### config.mk
export PLATFORM = sky130hd
export DESIGN_NAME = tex_unit
export DESIGN_NICKNAME = d
export VERILOG_FILES = /design/src/hdl/tex_pkg.sv /design/src/hdl/tex_dcr.sv /design/src/hdl/tex_wrap.sv /design/src/hdl/tex_addr_gen.sv /design/src/hdl/tex_unit.sv
export VERILOG_INCLUDE_DIRS = /design/src /design/src/hdl
export SDC_FILE = /design/constraint.sdc
export NUM_CORES = 1
export LEC_CHECK = 0
export ABC_CLOCK_PERIOD_IN_PS = 18500
export BUFFER_PORTS_ARGS = -buffer_cell sky130_fd_sc_hd__buf_2
export CAP_MARGIN = 20
export CORE_AREA = 2 2 279 391
export CTS_CLUSTER_DIAMETER = 50
export CTS_CLUSTER_SIZE = 12
export DETAILED_ROUTE_END_ITERATION = 12
export DIE_AREA = 0 0 281 393
export PLACE_DENSITY = 0.79
export SYNTH_ARGS = -nofsm -noshare
export SYNTH_HDL_FRONTEND = slang
export SYNTH_HIERARCHICAL = 1
export SYNTH_SLANG_ARGS = --single-unit
### constraint.sdc
create_clock -name clk -period 18.5 [get_ports clk]
set_input_delay 3.7 -clock clk [delete_from_list [all_inputs] [get_ports clk]]
set_output_delay 3.7 -clock clk [all_outputs]
set_load 0.01 [all_outputs]
### src/hdl/tex_consts.svh
`ifndef TEX_CONSTS_SVH
`define TEX_CONSTS_SVH

// stage configuration.
`define TEX_NUM_STAGES      4
`define TEX_STAGE_BITS      2

// datapath widths.
`define TEX_ADDR_BITS       32
`define TEX_COORD_BITS      16
`define TEX_LOD_BITS        4
`define TEX_LOD_MAX         7
`define TEX_FORMAT_BITS     2
`define TEX_WRAP_BITS       2

// dcr bus.
`define TEX_DCR_ADDR_BITS   8
`define TEX_DCR_DATA_BITS   32

// dcr register map.
`define TEX_DCR_STAGE       8'h00
`define TEX_DCR_ADDR        8'h01
`define TEX_DCR_FORMAT      8'h02
`define TEX_DCR_WRAP        8'h03  // V in the upper half.
`define TEX_DCR_LOGDIM      8'h04  // V in the upper half.
`define TEX_DCR_MIPOFF_BASE 8'h05

`define TEX_DCR_HI_LSB      16

`endif

### src/hdl/tex_pkg.sv
`include "tex_consts.svh"

package tex_pkg;

    typedef enum logic [`TEX_WRAP_BITS-1:0] {
        TEX_WRAP_CLAMP  = 2'd0,
        TEX_WRAP_REPEAT = 2'd1,
        TEX_WRAP_MIRROR = 2'd2
    } tex_wrap_e;

    typedef enum logic [`TEX_FORMAT_BITS-1:0] {
        TEX_FMT_R8     = 2'd0,  // 1 byte.
        TEX_FMT_RGB565 = 2'd1,  // 2 bytes.
        TEX_FMT_RGBA8  = 2'd2   // 4 bytes.
    } tex_format_e;

    typedef struct packed {
        logic                          valid;
        logic [`TEX_DCR_ADDR_BITS-1:0] addr;
        logic [`TEX_DCR_DATA_BITS-1:0] data;
    } tex_dcr_wr_t;

    typedef struct packed {
        logic [`TEX_ADDR_BITS-1:0]                  baseaddr;
        tex_format_e                                format;
        tex_wrap_e                                  wrap_u;
        tex_wrap_e                                  wrap_v;
        logic [`TEX_LOD_BITS-1:0]                   logdim_u;
        logic [`TEX_LOD_BITS-1:0]                   logdim_v;
        logic [`TEX_LOD_MAX:0][`TEX_ADDR_BITS-1:0]  mipoff;
    } tex_dcrs_t;

    typedef struct packed {
        logic [`TEX_STAGE_BITS-1:0]        stage;
        logic [`TEX_LOD_BITS-1:0]          lod;
        logic signed [`TEX_COORD_BITS-1:0] u;
        logic signed [`TEX_COORD_BITS-1:0] v;
    } tex_req_t;

    typedef struct packed {
        logic [`TEX_ADDR_BITS-1:0] addr;
    } tex_rsp_t;

    // log2 of the texel size in bytes.
    function automatic logic [1:0] tex_texel_shift(tex_format_e fmt);
        case (fmt)
            TEX_FMT_RGB565: return 2'd1;
            TEX_FMT_RGBA8:  return 2'd2;
            default:        return 2'd0;
        endcase
    endfunction

endpackage

### src/hdl/tex_dcr.sv
`timescale 1ns/100ps

`include "tex_consts.svh"

module tex_dcr (
    input  logic                       clk,
    input  tex_pkg::tex_dcr_wr_t       dcr_wr,
    input  logic [`TEX_STAGE_BITS-1:0] stage,
    output tex_pkg::tex_dcrs_t         dcrs
);

    logic [`TEX_STAGE_BITS-1:0] cur_stage;
    tex_pkg::tex_dcrs_t         regs [`TEX_NUM_STAGES];

    always_ff @(posedge clk) begin
        if (dcr_wr.valid) begin
            case (dcr_wr.addr)
                `TEX_DCR_STAGE: begin
                    cur_stage <= dcr_wr.data[`TEX_STAGE_BITS-1:0];
                end
                `TEX_DCR_ADDR: begin
                    regs[cur_stage].baseaddr <= dcr_wr.data[`TEX_ADDR_BITS-1:0];
                end
                `TEX_DCR_FORMAT: begin
                    regs[cur_stage].format <=
                        tex_pkg::tex_format_e'(dcr_wr.data[`TEX_FORMAT_BITS-1:0]);
                end
                `TEX_DCR_WRAP: begin
                    regs[cur_stage].wrap_u <=
                        tex_pkg::tex_wrap_e'(dcr_wr.data[0 +: `TEX_WRAP_BITS]);
                    regs[cur_stage].wrap_v <=
                        tex_pkg::tex_wrap_e'(dcr_wr.data[`TEX_DCR_HI_LSB +: `TEX_WRAP_BITS]);
                end
                `TEX_DCR_LOGDIM: begin
                    regs[cur_stage].logdim_u <= dcr_wr.data[0 +: `TEX_LOD_BITS];
                    regs[cur_stage].logdim_v <= dcr_wr.data[`TEX_DCR_HI_LSB +: `TEX_LOD_BITS];
                end
                default: begin
                    // mip offsets occupy a contiguous range.
                    for (int j = 0; j <= `TEX_LOD_MAX; j++) begin
                        if (dcr_wr.addr == `TEX_DCR_ADDR_BITS'(`TEX_DCR_MIPOFF_BASE + j)) begin
                            regs[cur_stage].mipoff[j] <= dcr_wr.data[`TEX_ADDR_BITS-1:0];
                        end
                    end
                end
            endcase
        end
    end

    assign dcrs = regs[stage];  // combinational read.

endmodule

### src/hdl/tex_wrap.sv
`timescale 1ns/100ps

`include "tex_consts.svh"

module tex_wrap (
    input  logic                              clk,
    input  logic                              rst_n,
    input  logic                              start,
    input  logic signed [`TEX_COORD_BITS-1:0] coord,
    input  tex_pkg::tex_wrap_e                mode,
    input  logic [`TEX_LOD_BITS-1:0]          logdim,
    output logic [`TEX_COORD_BITS-1:0]        wrapped,
    output logic                              done
);

    logic [`TEX_COORD_BITS-1:0] dim_mask;
    logic [`TEX_COORD_BITS-1:0] wrap_c;

    assign dim_mask = (`TEX_COORD_BITS'(1) << logdim) - `TEX_COORD_BITS'(1);

    always_comb begin
        case (mode)
            tex_pkg::TEX_WRAP_CLAMP: begin
                if (coord[`TEX_COORD_BITS-1])
                    wrap_c = '0;                       // below zero.
                else if ((coord & ~dim_mask) != '0)
                    wrap_c = dim_mask;                 // past dim-1.
                else
                    wrap_c = coord;
            end
            tex_pkg::TEX_WRAP_MIRROR: begin
                if (coord[logdim])
                    wrap_c = ~coord & dim_mask;        // odd period runs backwards.
                else
                    wrap_c = coord & dim_mask;
            end
            default: wrap_c = coord & dim_mask;
        endcase
    end

    always_ff @(posedge clk) begin
        if (!rst_n) begin
            done <= 1'b0;
        end else begin
            done <= start;
        end
    end

    always_ff @(posedge clk) begin
        if (start) begin
            wrapped <= wrap_c;
        end
    end

endmodule

### src/hdl/tex_addr_gen.sv
`timescale 1ns/100ps

`include "tex_consts.svh"

module tex_addr_gen (
    input  logic                        clk,
    input  logic                        rst_n,
    input  logic                        start,
    input  logic [`TEX_COORD_BITS-1:0]  u,
    input  logic [`TEX_COORD_BITS-1:0]  v,
    input  logic [`TEX_LOD_BITS-1:0]    logdim_u,
    input  tex_pkg::tex_dcrs_t          cfg,
    input  logic [`TEX_LOD_BITS-1:0]    lod,
    output tex_pkg::tex_rsp_t           rsp,
    output logic                        valid
);

    logic [`TEX_ADDR_BITS-1:0] index;
    logic [`TEX_ADDR_BITS-1:0] byte_off;
    logic [`TEX_ADDR_BITS-1:0] level_base;
    logic [`TEX_ADDR_BITS-1:0] addr_c;

    // row-major texel index at this mip level.
    assign index = (`TEX_ADDR_BITS'(v) << logdim_u) + `TEX_ADDR_BITS'(u);

    assign byte_off = index << tex_pkg::tex_texel_shift(cfg.format);

    // lod is bounded to TEX_LOD_MAX by the controller.
    assign level_base = cfg.baseaddr + cfg.mipoff[lod];

    assign addr_c = level_base + byte_off;

    always_ff @(posedge clk) begin
        if (!rst_n) begin
            valid <= 1'b0;
        end else begin
            valid <= start;
        end
    end

    always_ff @(posedge clk) begin
        if (start) begin
            rsp.addr <= addr_c;
        end
    end

endmodule

### src/hdl/tex_unit.sv
`timescale 1ns/100ps

`include "tex_consts.svh"

module tex_unit (
    input  logic                 clk,
    input  logic                 rst_n,
    input  tex_pkg::tex_dcr_wr_t dcr_wr,
    input  logic                 req_valid,
    input  tex_pkg::tex_req_t    req,
    output logic                 req_ack,
    output tex_pkg::tex_rsp_t    rsp
);

    typedef enum logic [1:0] {ST_IDLE, ST_BUSY, ST_ACK, ST_RELEASE} state_e;

    state_e                            state;
    logic                              start;
    tex_pkg::tex_dcrs_t                dcrs;
    tex_pkg::tex_dcrs_t                cfg_q;
    logic signed [`TEX_COORD_BITS-1:0] u_q;
    logic signed [`TEX_COORD_BITS-1:0] v_q;
    logic [`TEX_LOD_BITS-1:0]          lod_c;
    logic [`TEX_LOD_BITS-1:0]          lod_q;
    logic [`TEX_LOD_BITS-1:0]          logdim_u_q;
    logic [`TEX_LOD_BITS-1:0]          logdim_v_q;
    logic [`TEX_COORD_BITS-1:0]        u_wrapped;
    logic [`TEX_COORD_BITS-1:0]        v_wrapped;
    logic                              u_done;
    logic                              v_done;
    logic                              addr_valid;

    assign lod_c = (req.lod > `TEX_LOD_MAX) ? `TEX_LOD_BITS'(`TEX_LOD_MAX) : req.lod;

    // four-phase port controller.
    always_ff @(posedge clk) begin
        if (!rst_n) begin
            state   <= ST_IDLE;
            start   <= 1'b0;
            req_ack <= 1'b0;
        end else begin
            start <= 1'b0;
            case (state)
                ST_IDLE: if (req_valid) begin
                    start <= 1'b1;
                    state <= ST_BUSY;
                end
                ST_BUSY: if (addr_valid) begin
                    req_ack <= 1'b1;
                    state   <= ST_ACK;
                end
                ST_ACK: if (!req_valid) begin
                    req_ack <= 1'b0;
                    state   <= ST_RELEASE;
                end
                default: state <= ST_IDLE;  // one idle cycle after release.
            endcase
        end
    end

    // request and config snapshot. mip-reduced dims floor at zero.
    always_ff @(posedge clk) begin
        if (state == ST_IDLE && req_valid) begin
            cfg_q      <= dcrs;
            u_q        <= req.u;
            v_q        <= req.v;
            lod_q      <= lod_c;
            logdim_u_q <= (dcrs.logdim_u > lod_c) ? dcrs.logdim_u - lod_c : '0;
            logdim_v_q <= (dcrs.logdim_v > lod_c) ? dcrs.logdim_v - lod_c : '0;
        end
    end

    tex_dcr u_dcr (
        .clk    (clk),
        .dcr_wr (dcr_wr),
        .stage  (req.stage),
        .dcrs   (dcrs)
    );

    tex_wrap u_wrap (
        .clk     (clk),
        .rst_n   (rst_n),
        .start   (start),
        .coord   (u_q),
        .mode    (cfg_q.wrap_u),
        .logdim  (logdim_u_q),
        .wrapped (u_wrapped),
        .done    (u_done)
    );

    tex_wrap v_wrap (
        .clk     (clk),
        .rst_n   (rst_n),
        .start   (start),
        .coord   (v_q),
        .mode    (cfg_q.wrap_v),
        .logdim  (logdim_v_q),
        .wrapped (v_wrapped),
        .done    (v_done)
    );

    tex_addr_gen u_addr_gen (
        .clk      (clk),
        .rst_n    (rst_n),
        .start    (u_done & v_done),
        .u        (u_wrapped),
        .v        (v_wrapped),
        .logdim_u (logdim_u_q),
        .cfg      (cfg_q),
        .lod      (lod_q),
        .rsp      (rsp),
        .valid    (addr_valid)
    );

endmodule

# --- Word level (Yosys, flattened, before mapping) ---
# Memories as Yosys holds them, arrays and structs flattened.
# Cells that the tools add are included.
totals:
  register_bits: 410
  out_inout_bits: 33
  ram_bits: 1208
  n_memories: 1
memory_table:
  columns: ["memory", "words", "word_bits", "rd", "rd_clocked_by_memory_dff", "wr", "line_no", "text"]
  rows:
  - ["u_dcr.regs", 4, 302, 1, 0, 1, "tex_dcr.sv:13", "tex_pkg::tex_dcrs_t regs [`TEX_NUM_STAGES];"]
classes:
  n_eq_ne: 21
  bitwise_logic: 10
  n_reduce_logical: 13
  n_shift: 4
  addsub: 7
  order_cmp: 6
  muxes: 68
ops:
  columns: ["operator", "n"]
  rows:
  - ["bitwise AND 16 bit", 6]
  - ["binary-select mux 32 bit (select 3 bit)", 1]
  - ["2-to-1 mux 16 bit", 6]
  - ["adder 32 bit", 2]
  - ["inverter 16 bit", 4]
  - ["one-hot mux 16 bit (2 select lines)", 2]
  - ["2-to-1 mux 1 bit", 49]
  - ["== test 8 x 4 -> 1 bit, second input constant", 5]
  - ["adder 32 x 16 -> 32 bit", 1]
  - ["== test 8 x 3 -> 1 bit, second input constant", 4]
  - ["2-to-1 mux 32 bit", 1]
  - ["nonzero test 16 bit", 2]
  - ["<< shifter 1 x 4 -> 16 bit, first input constant", 2]
  - ["<< shifter 16 x 4 -> 32 bit", 1]
  - ["<< shifter 32 x 2 -> 32 bit", 1]
  - ["subtractor 16 x 2 -> 16 bit, second input constant", 2]
  - ["== test 8 x 2 -> 1 bit, second input constant", 2]
  - ["< comparator 4 x 5 -> 1 bit, second input constant", 2]
  - ["binary-select mux 1 bit (select 4 bit)", 2]
  - ["== test 2 bit, second input constant", 4]
  - ["== test 8 x 1 -> 1 bit, second input constant", 1]
  - ["> comparator 4 bit", 2]
  - ["logical NOT 8 bit", 1]
  - ["subtractor 4 bit", 2]
  - ["other kinds (16)", 24]

# --- Depth between registers and ports, before layout ---
# Gate-level depths: netlist (run 1).
logic_depth:
  depth_word: 8
  ltp_mapped: 31

# --- Modules after synthesis ---
# Netlist (run 1), hierarchy kept.
modules_own_cells:
  columns: ["module", "instances", "area_each_um2", "cells_per_inst"]
  rows:
  - ["tex_dcr", 1, 43980.9, 1661]
  - ["tex_unit", 1, 11075.6, 432]
  - ["tex_addr_gen", 1, 8225.4, 898]
  - ["tex_wrap", 2, 1732.9, 186]

# --- Worst setup path before layout (run 1) ---
# OpenSTA, ideal clock, no wires.
synth_path:
  kind: "input to register"
  from: "input port req_valid"
  to: "register cfg_q[0] (netlist name) (enable)"
  setup_ns: 0.751
  setup_slack_ns: 6.310
  stages: 1
  path_buffers: 0
  required_ns: 17.749
  t_arrival_ns: 11.439
  cell_sequence: "and2_1"
synth_between:
  elab_chain_len: 1
synth_lines:
  columns: ["item", "line_no", "text"]
  rows:
  - ["start: declaration", "tex_unit.sv:9", "input logic req_valid,"]
  - ["logical AND 1 bit", "tex_unit.sv:63", "if (state == ST_IDLE && req_valid) begin"]
  - ["end signal: assignment", "tex_unit.sv:64", "cfg_q <= dcrs;"]
  - ["end: declaration", "tex_unit.sv:20", "tex_pkg::tex_dcrs_t cfg_q;"]
# Every way passes these cells.
# A chain may end at the register's enable or synchronous reset.

# --- Worst setup path after layout (run 1) ---
layout_path:
  from: "register logdim_u_q[1]"
  to: "register u_addr_gen/rsp[31] (netlist name)"
layout_between:
  elab_chain_len: 4
layout_lines:
  columns: ["item", "line_no", "text"]
  rows:
  - ["start: declaration", "tex_unit.sv:25", "logic [`TEX_LOD_BITS-1:0] logdim_u_q;"]
  - ["start signal: assignment", "tex_unit.sv:68", "logdim_u_q <= (dcrs.logdim_u > lod_c) ? dcrs.logdim_u - lod_c : '0;"]
  - ["<< shifter 16 x 4 -> 32 bit (no line)", null, null]
  - ["adder 32 x 16 -> 32 bit", "tex_addr_gen.sv:24", "assign index = (`TEX_ADDR_BITS'(v) << logdim_u) + `TEX_ADDR_BITS'(u);"]
  - ["<< shifter 32 x 2 -> 32 bit", "tex_addr_gen.sv:26", "assign byte_off = index << tex_pkg::tex_texel_shift(cfg.format);"]
  - ["adder 32 bit", "tex_addr_gen.sv:31", "assign addr_c = level_base + byte_off;"]
  - ["via u_addr_gen.addr_c[31]", "tex_addr_gen.sv:21", "logic [`TEX_ADDR_BITS-1:0] addr_c;"]
# The timed path passes the listed nets, and every way through them passes these cells.

==> impl_metrics.toml, run 1 <==
[grt]
grt_pass1_wl_mm = 254.7
grt_usage_pct = 32.95
antenna_found_initial = 7
grt_pass1_vias = 36142
grt_overflow = 0
grt_max_degree = 135

[layout]
final_nets = 3732
final_core_utilization_pct = 68.75
n_fill_cell = 6282
syn_to_final_growth_pct = 10.44
drive_above_1_share_pct = 25.01
finish.instance_area_um2 = 73410

[yosys]
yosys_warnings = 6
syn_inst = 3353
postSynthAreaPerCell_um2 = 19.83
syn_area_um2 = 66470

[placement]
dp_hpwl_mm = 100.5
place.gp.congestion = 0.9196
place_area_um2 = 68980
io_buffers = 114
pre_cts_slack_ns = 10.68

[setup_path]
cp-end-kind = "flip-flop"
cp-startpoint = "logdim_u_q[1]$_SDFFCE_PP0P_"
worstPathRequired_ns = 19.00
path_buf_inv = 2
rr_startpoint = "logdim_u_q[1]$_SDFFCE_PP0P_"
critPathLaunchType = "flip-flop"
critPathSlowestCell = "o32ai_1"
cp_max_fo = 48
critPathMostFrequentCell = "a21oi_1"
max_stage_delay_ns = 0.49
crit_arrival_ns = 8.33
cp_top_family = "compound AO/OA/AOI/OAI gates"
path_class = "reg -> reg"

[floorplanning]
core-area_um2 = 106800
pin_count = 115
start_util_pct = 62.25
fp.dieH_um = 393
die-area_um2 = 110400
row_count = 142
fp.dieW_um = 281

[sta]
setup_ws_ns = 10.68
finClkSkew_ns = 0.02616
setup_violations = 0
rsz0062_at_grt = "no"
fin_tns_setup_ns = 0
timing.fmax_ghz = 0.1278
report.final.hold_viol_count = 0
holdWs_ns = 0.5042
post-route-period-util_pct = 42.29
slew_viol_final = 0
worst_pin_slew_ns = 1.168
post-route-min-period_ns = 7.823
max-slew-margin-rel_pct = 21.43

[pwr]
ir_drop_mv = 0.1199
p_leak_nw = 24.19
power.density_nw_per_um2 = 143.1

[flow_run]
cap_violations = 0

[status]
status = "completed"

[detailed_routing]
routed_wl_mm = 179.7
drt_iter0_markers = 4636
vias = 35431
antenna_left = 0
first_pass_iters = 6
drt-vias-per-instance = 7.043
route.detailed.drc = 0
wire_per_inst_um = 35.72

[clock_tree]
root_buffer = "clkbuf_16"
cts_resized = 0
cts_setup_buffers = 0
clkTransAtPathRegs_ns = 0.06
cts.sinks = 1618
cts_buffers = 157
hold_buffers = 0
htreeDepth = 4
clkLatencyLatePin_ns = 0.78
cts_tree = "yes"
clock_path_buffers = 3

[hold_path]
worstHoldStart = "state[0]$_SDFFE_PN0P_"
hold_class = "reg -> reg"
metrics by stage:
step	power (mW)	std cells
finish	10.51	5031
global route	10.93	5028
CTS	10.48	5016
detailed placement	7.586	4831
global placement	7.492	4830
floorplan	6.800	3354
layout make-up:
cell class                 count  area (um2)  share of cell area (%)
tap                         1440        1802                   2.454
multi-input combinational   1432       16830                   22.93
sequential                  1618       48520                   66.09
clock inverter                23       297.8                  0.4056
inverter                     131       491.7                  0.6698
antenna                        8       20.02                 0.02727
timing repair buffer         217        1440                   1.962
clock buffer                 162        4011                   5.464
cells in the final DEF, fill, tap and decap left out, drive strengths merged, types with 20 or more instances in the layout:
cell type  count
a21o          24
a21oi         97
and2          28
buf          214
clkbuf       165
edfxtp      1611
fa            33
ha            60
inv          141
mux2          27
mux2i         59
mux4         382
nand2        120
nor2          73
nor3          31
nor4          56
o21ai         74
o22ai         20
xnor2         40
xor2          23
state kept, by name, summed over array words and instances (netlist names):
signal / flops
v_wrap/wrapped: 16
u_addr_gen/rsp: 32
u_q: 16
u_addr_gen/valid: 1
u_wrap/wrapped: 16
logdim_v_q: 4
v_wrap/done: 1
logdim_u_q: 4
u_dcr/regs: 1208
u_wrap/done: 1
u_dcr/cur_stage: 2
lod_q: 3
state: 2
req_ack: 1
v_q: 16
cfg_q: 294
start: 1
tightest hold or removal path: stages, from the launching register on:
cell      delay (ns)
dfxtp_1         0.34
nand2_1         0.07
a21boi_1        0.05
worst paths after layout:
| kind | slack (ns) | endpoint | cells past startpoint |
|---|---|---|---|
| worst max register to register | 10.68 | u_addr_gen/rsp[31]$_DFFE_PP_ | 26 |
| worst min register to register | 0.50 | state[0]$_SDFFE_PN0P_ | 2 |
| worst max-delay path | 10.68 | u_addr_gen/rsp[31]$_DFFE_PP_ | 26 |
| worst min-delay path | 0.50 | state[0]$_SDFFE_PN0P_ | 2 |
report_power, final:
| group | switching [mW] | leakage [nW] | internal (mW) |
|---|---|---|---|
| logic | 1.85 | 7.34 | 1.17 |
| clock network | 1.33 | 2.10 | 1.57 |
| registers | 0.157 | 14.7 | 4.44 |
| total | 3.34 | 24.2 | 7.17 |
layer usage:
| metal | share of wire [%] | track usage (%) | up-vias |
|---|---|---|---|
| met5 | 0 | 0 | - |
| met1 | 33 | 39.78 | 18351 |
| met4 | 5.9 | 17.14 | 0 |
| li1 | - | - | 14029 |
| met2 | 52 | 56.20 | 2506 |
| met3 | 9.2 | 6.976 | 545 |
Power figures use the tool's default switching activity.
==> run 2: changes to the inputs <==
--- a/config.mk
+++ b/config.mk
@@ -6,15 +6,15 @@
 export SDC_FILE = /design/constraint.sdc
 export NUM_CORES = 1
 export LEC_CHECK = 0
-export ABC_CLOCK_PERIOD_IN_PS = 18500
+export ABC_CLOCK_PERIOD_IN_PS = 7000
 export BUFFER_PORTS_ARGS = -buffer_cell sky130_fd_sc_hd__buf_2
 export CAP_MARGIN = 20
-export CORE_AREA = 2 2 279 391
+export CORE_AREA = 2 2 293 410
 export CTS_CLUSTER_DIAMETER = 50
 export CTS_CLUSTER_SIZE = 12
 export DETAILED_ROUTE_END_ITERATION = 12
-export DIE_AREA = 0 0 281 393
-export PLACE_DENSITY = 0.79
+export DIE_AREA = 0 0 295 412
+export PLACE_DENSITY = 0.76
 export SYNTH_ARGS = -nofsm -noshare
 export SYNTH_HDL_FRONTEND = slang
 export SYNTH_HIERARCHICAL = 1
==> constraint.sdc (replaced) <==
create_clock -name clk -period 7 [get_ports clk]
set_input_delay 1.4 -clock clk [delete_from_list [all_inputs] [get_ports clk]]
set_output_delay 1.4 -clock clk [all_outputs]
set_load 0.01 [all_outputs]
==> impl_metrics.toml, run 2 (same netlist as run 1, synthesis figures left out) <==
[sta]
post-route-period-util_pct = 94.28
max-slew-margin-rel_pct = 22.72
fin_tns_setup_ns = 0
setup_violations = 0
worst_pin_slew_ns = 1.151
slew_viol_final = 0
report.final.hold_viol_count = 0
post-route-min-period_ns = 6.599
timing.fmax_ghz = 0.1515
finClkSkew_ns = 0.03464

[flow_run]
cap_violations = 0

[clock_tree]
cts_tree = "yes"
cts_buffers = 158
htreeDepth = 4
clkTransAtPathRegs_ns = 0.06
hold_buffers = 0
clock_path_buffers = 3
cts.sinks = 1618
clkLatencyLatePin_ns = 0.79
root_buffer = "clkbuf_16"

[hold_path]
hold_class = "reg -> reg"

[detailed_routing]
wl_met2_mm = 84.89
wl_met3_mm = 13.19
drt-vias-per-instance = 6.551
vias = 34020
first_pass_iters = 5
drt_iter0_markers = 3917
antenna_left = 0
routed_wl_mm = 162.3
wl_met1_mm = 56.46
route.detailed.drc = 0
wire_per_inst_um = 31.26
top_layer_used = "met5"

[floorplanning]
start_util_pct = 56.51
fp.dieH_um = 412
row_count = 149
fp.dieW_um = 295
die-area_um2 = 121500
core-area_um2 = 117600
pin_count = 115

[layout]
drive_above_1_share_pct = 25.72
n_fill_cell = 7672
multi_input_area_um2 = 16910
diodes = 0
finish.instance_area_um2 = 73880
layout_common_cells = "edfxtp_1, mux4_2, clkbuf_16"
final_nets = 3748
syn_to_final_growth_pct = 11.15
top_register = "u_dcr/regs"
largest_reg_flops = 1208
fin_cells = 5193
top_regs = "u_dcr/regs: 1208 flops, cfg_q: 294 flops, u_addr_gen/rsp: 32 flops"
seqCellArea_um2 = 48520
final_core_utilization_pct = 62.81
final_common_cell = "edfxtp_1"

[setup_path]
cp_top_family = "compound AO/OA/AOI/OAI gates"
critPathMostFrequentCell = "a21oi_1"
critPathSlowestCell = "fa_1"
path_class = "reg -> reg"
cp_max_fo = 23
cp-end-kind = "flip-flop"
worstPathRequired_ns = 7.53
max_stage_delay_ns = 0.55
critPathLaunchType = "flip-flop"
path_buf_inv = 4
crit_arrival_ns = 7.13

[placement]
io_buffers = 114
place.gp.congestion = 0.8982
dp.cells = 4989
place_area_um2 = 69360
dp_hpwl_mm = 89.97

[status]
status = "completed"

[grt]
grt_max_degree = 133
antenna_found_initial = 7
grt_overflow = 0
grt_pass1_wl_mm = 236.1
grt_usage_pct = 27.37
grt_pass1_vias = 34570

[pwr]
ir_drop_mv = 0.2868
power.density_nw_per_um2 = 379.3
p_leak_nw = 24.34
power.total_mw = 28.02
## run 2: cell types whose count changed in the layout (fill, tap and decap cells not counted), moves of 3 or more
cell,delta
buf_4,+11
buf_12,+8
diode_2,-8
clkbuf_1,+7
o21ai_0,-5
clkbuf_2,-3
clkinv_2,+3
clkinvlp_4,-3
inv_6,+3
o21ai_1,+3
## run 2: power by group
group          internal, mW  switching (mW)  leakage (nW)  total, mW
Combinational          3.31            4.98          7.46       8.29
Sequential             11.7           0.387          14.7       12.1
Clock                  4.19            3.43          2.15       7.62
Total                  19.2            8.80          24.3       28.0
## run 2: routing by layer
metal	vias to the layer above	global-route usage (%)
met1	17686	33.31
met5	-	0
li1	14048	-
met2	1855	47.59
met3	421	5.362
met4	10	12.11
## run 2: worst paths after layout
check	start	endpoint	slack, ns	cells after the start
max	logdim_u_q[1]$_SDFFCE_PP0P_	u_addr_gen/rsp[30]$_DFFE_PP_	0.40	29
min	state[0]$_SDFFE_PN0P_	state[0]$_SDFFE_PN0P_	0.50	2
max reg2reg	logdim_u_q[1]$_SDFFCE_PP0P_	u_addr_gen/rsp[30]$_DFFE_PP_	0.40	29
min reg2reg	state[0]$_SDFFE_PN0P_	state[0]$_SDFFE_PN0P_	0.50	2
## run 2: what timing repair did
| item | 4_1_cts | 5_1_grt |
|---|---|---|
| gates resized for setup | 0 | 22 |
| pin swaps | 0 | 1 |
| setup endpoints to repair | 1 | 6 |
| setup buffers | 4 | 1 |
## run 2: area by class of cell
type	instances	area share, %
sequential	1618	65.67
multi-input combinational	1432	22.88
clock buffer	170	5.499
tap	1585	2.684
timing repair buffer	232	2.198
inverter	131	0.6655
clock inverter	25	0.4047
## run 2: tightest hold or removal path, stage by stage, from the launching register on
cell and delay [ns]:
dfxtp_1 0.34, nand2_1 0.07, a21boi_1 0.05
## run 2: metrics by stage
step | hold slack [ns] | worst slack [ns]
detailed placement | 0.4946 | 0.009020
global placement | 0.4855 | 0.07323
CTS | 0.5048 | 0.1274
finish | 0.5007 | 0.4006
global route | 0.5171 | -0.01328
floorplan | 0.4647 | 0.6588
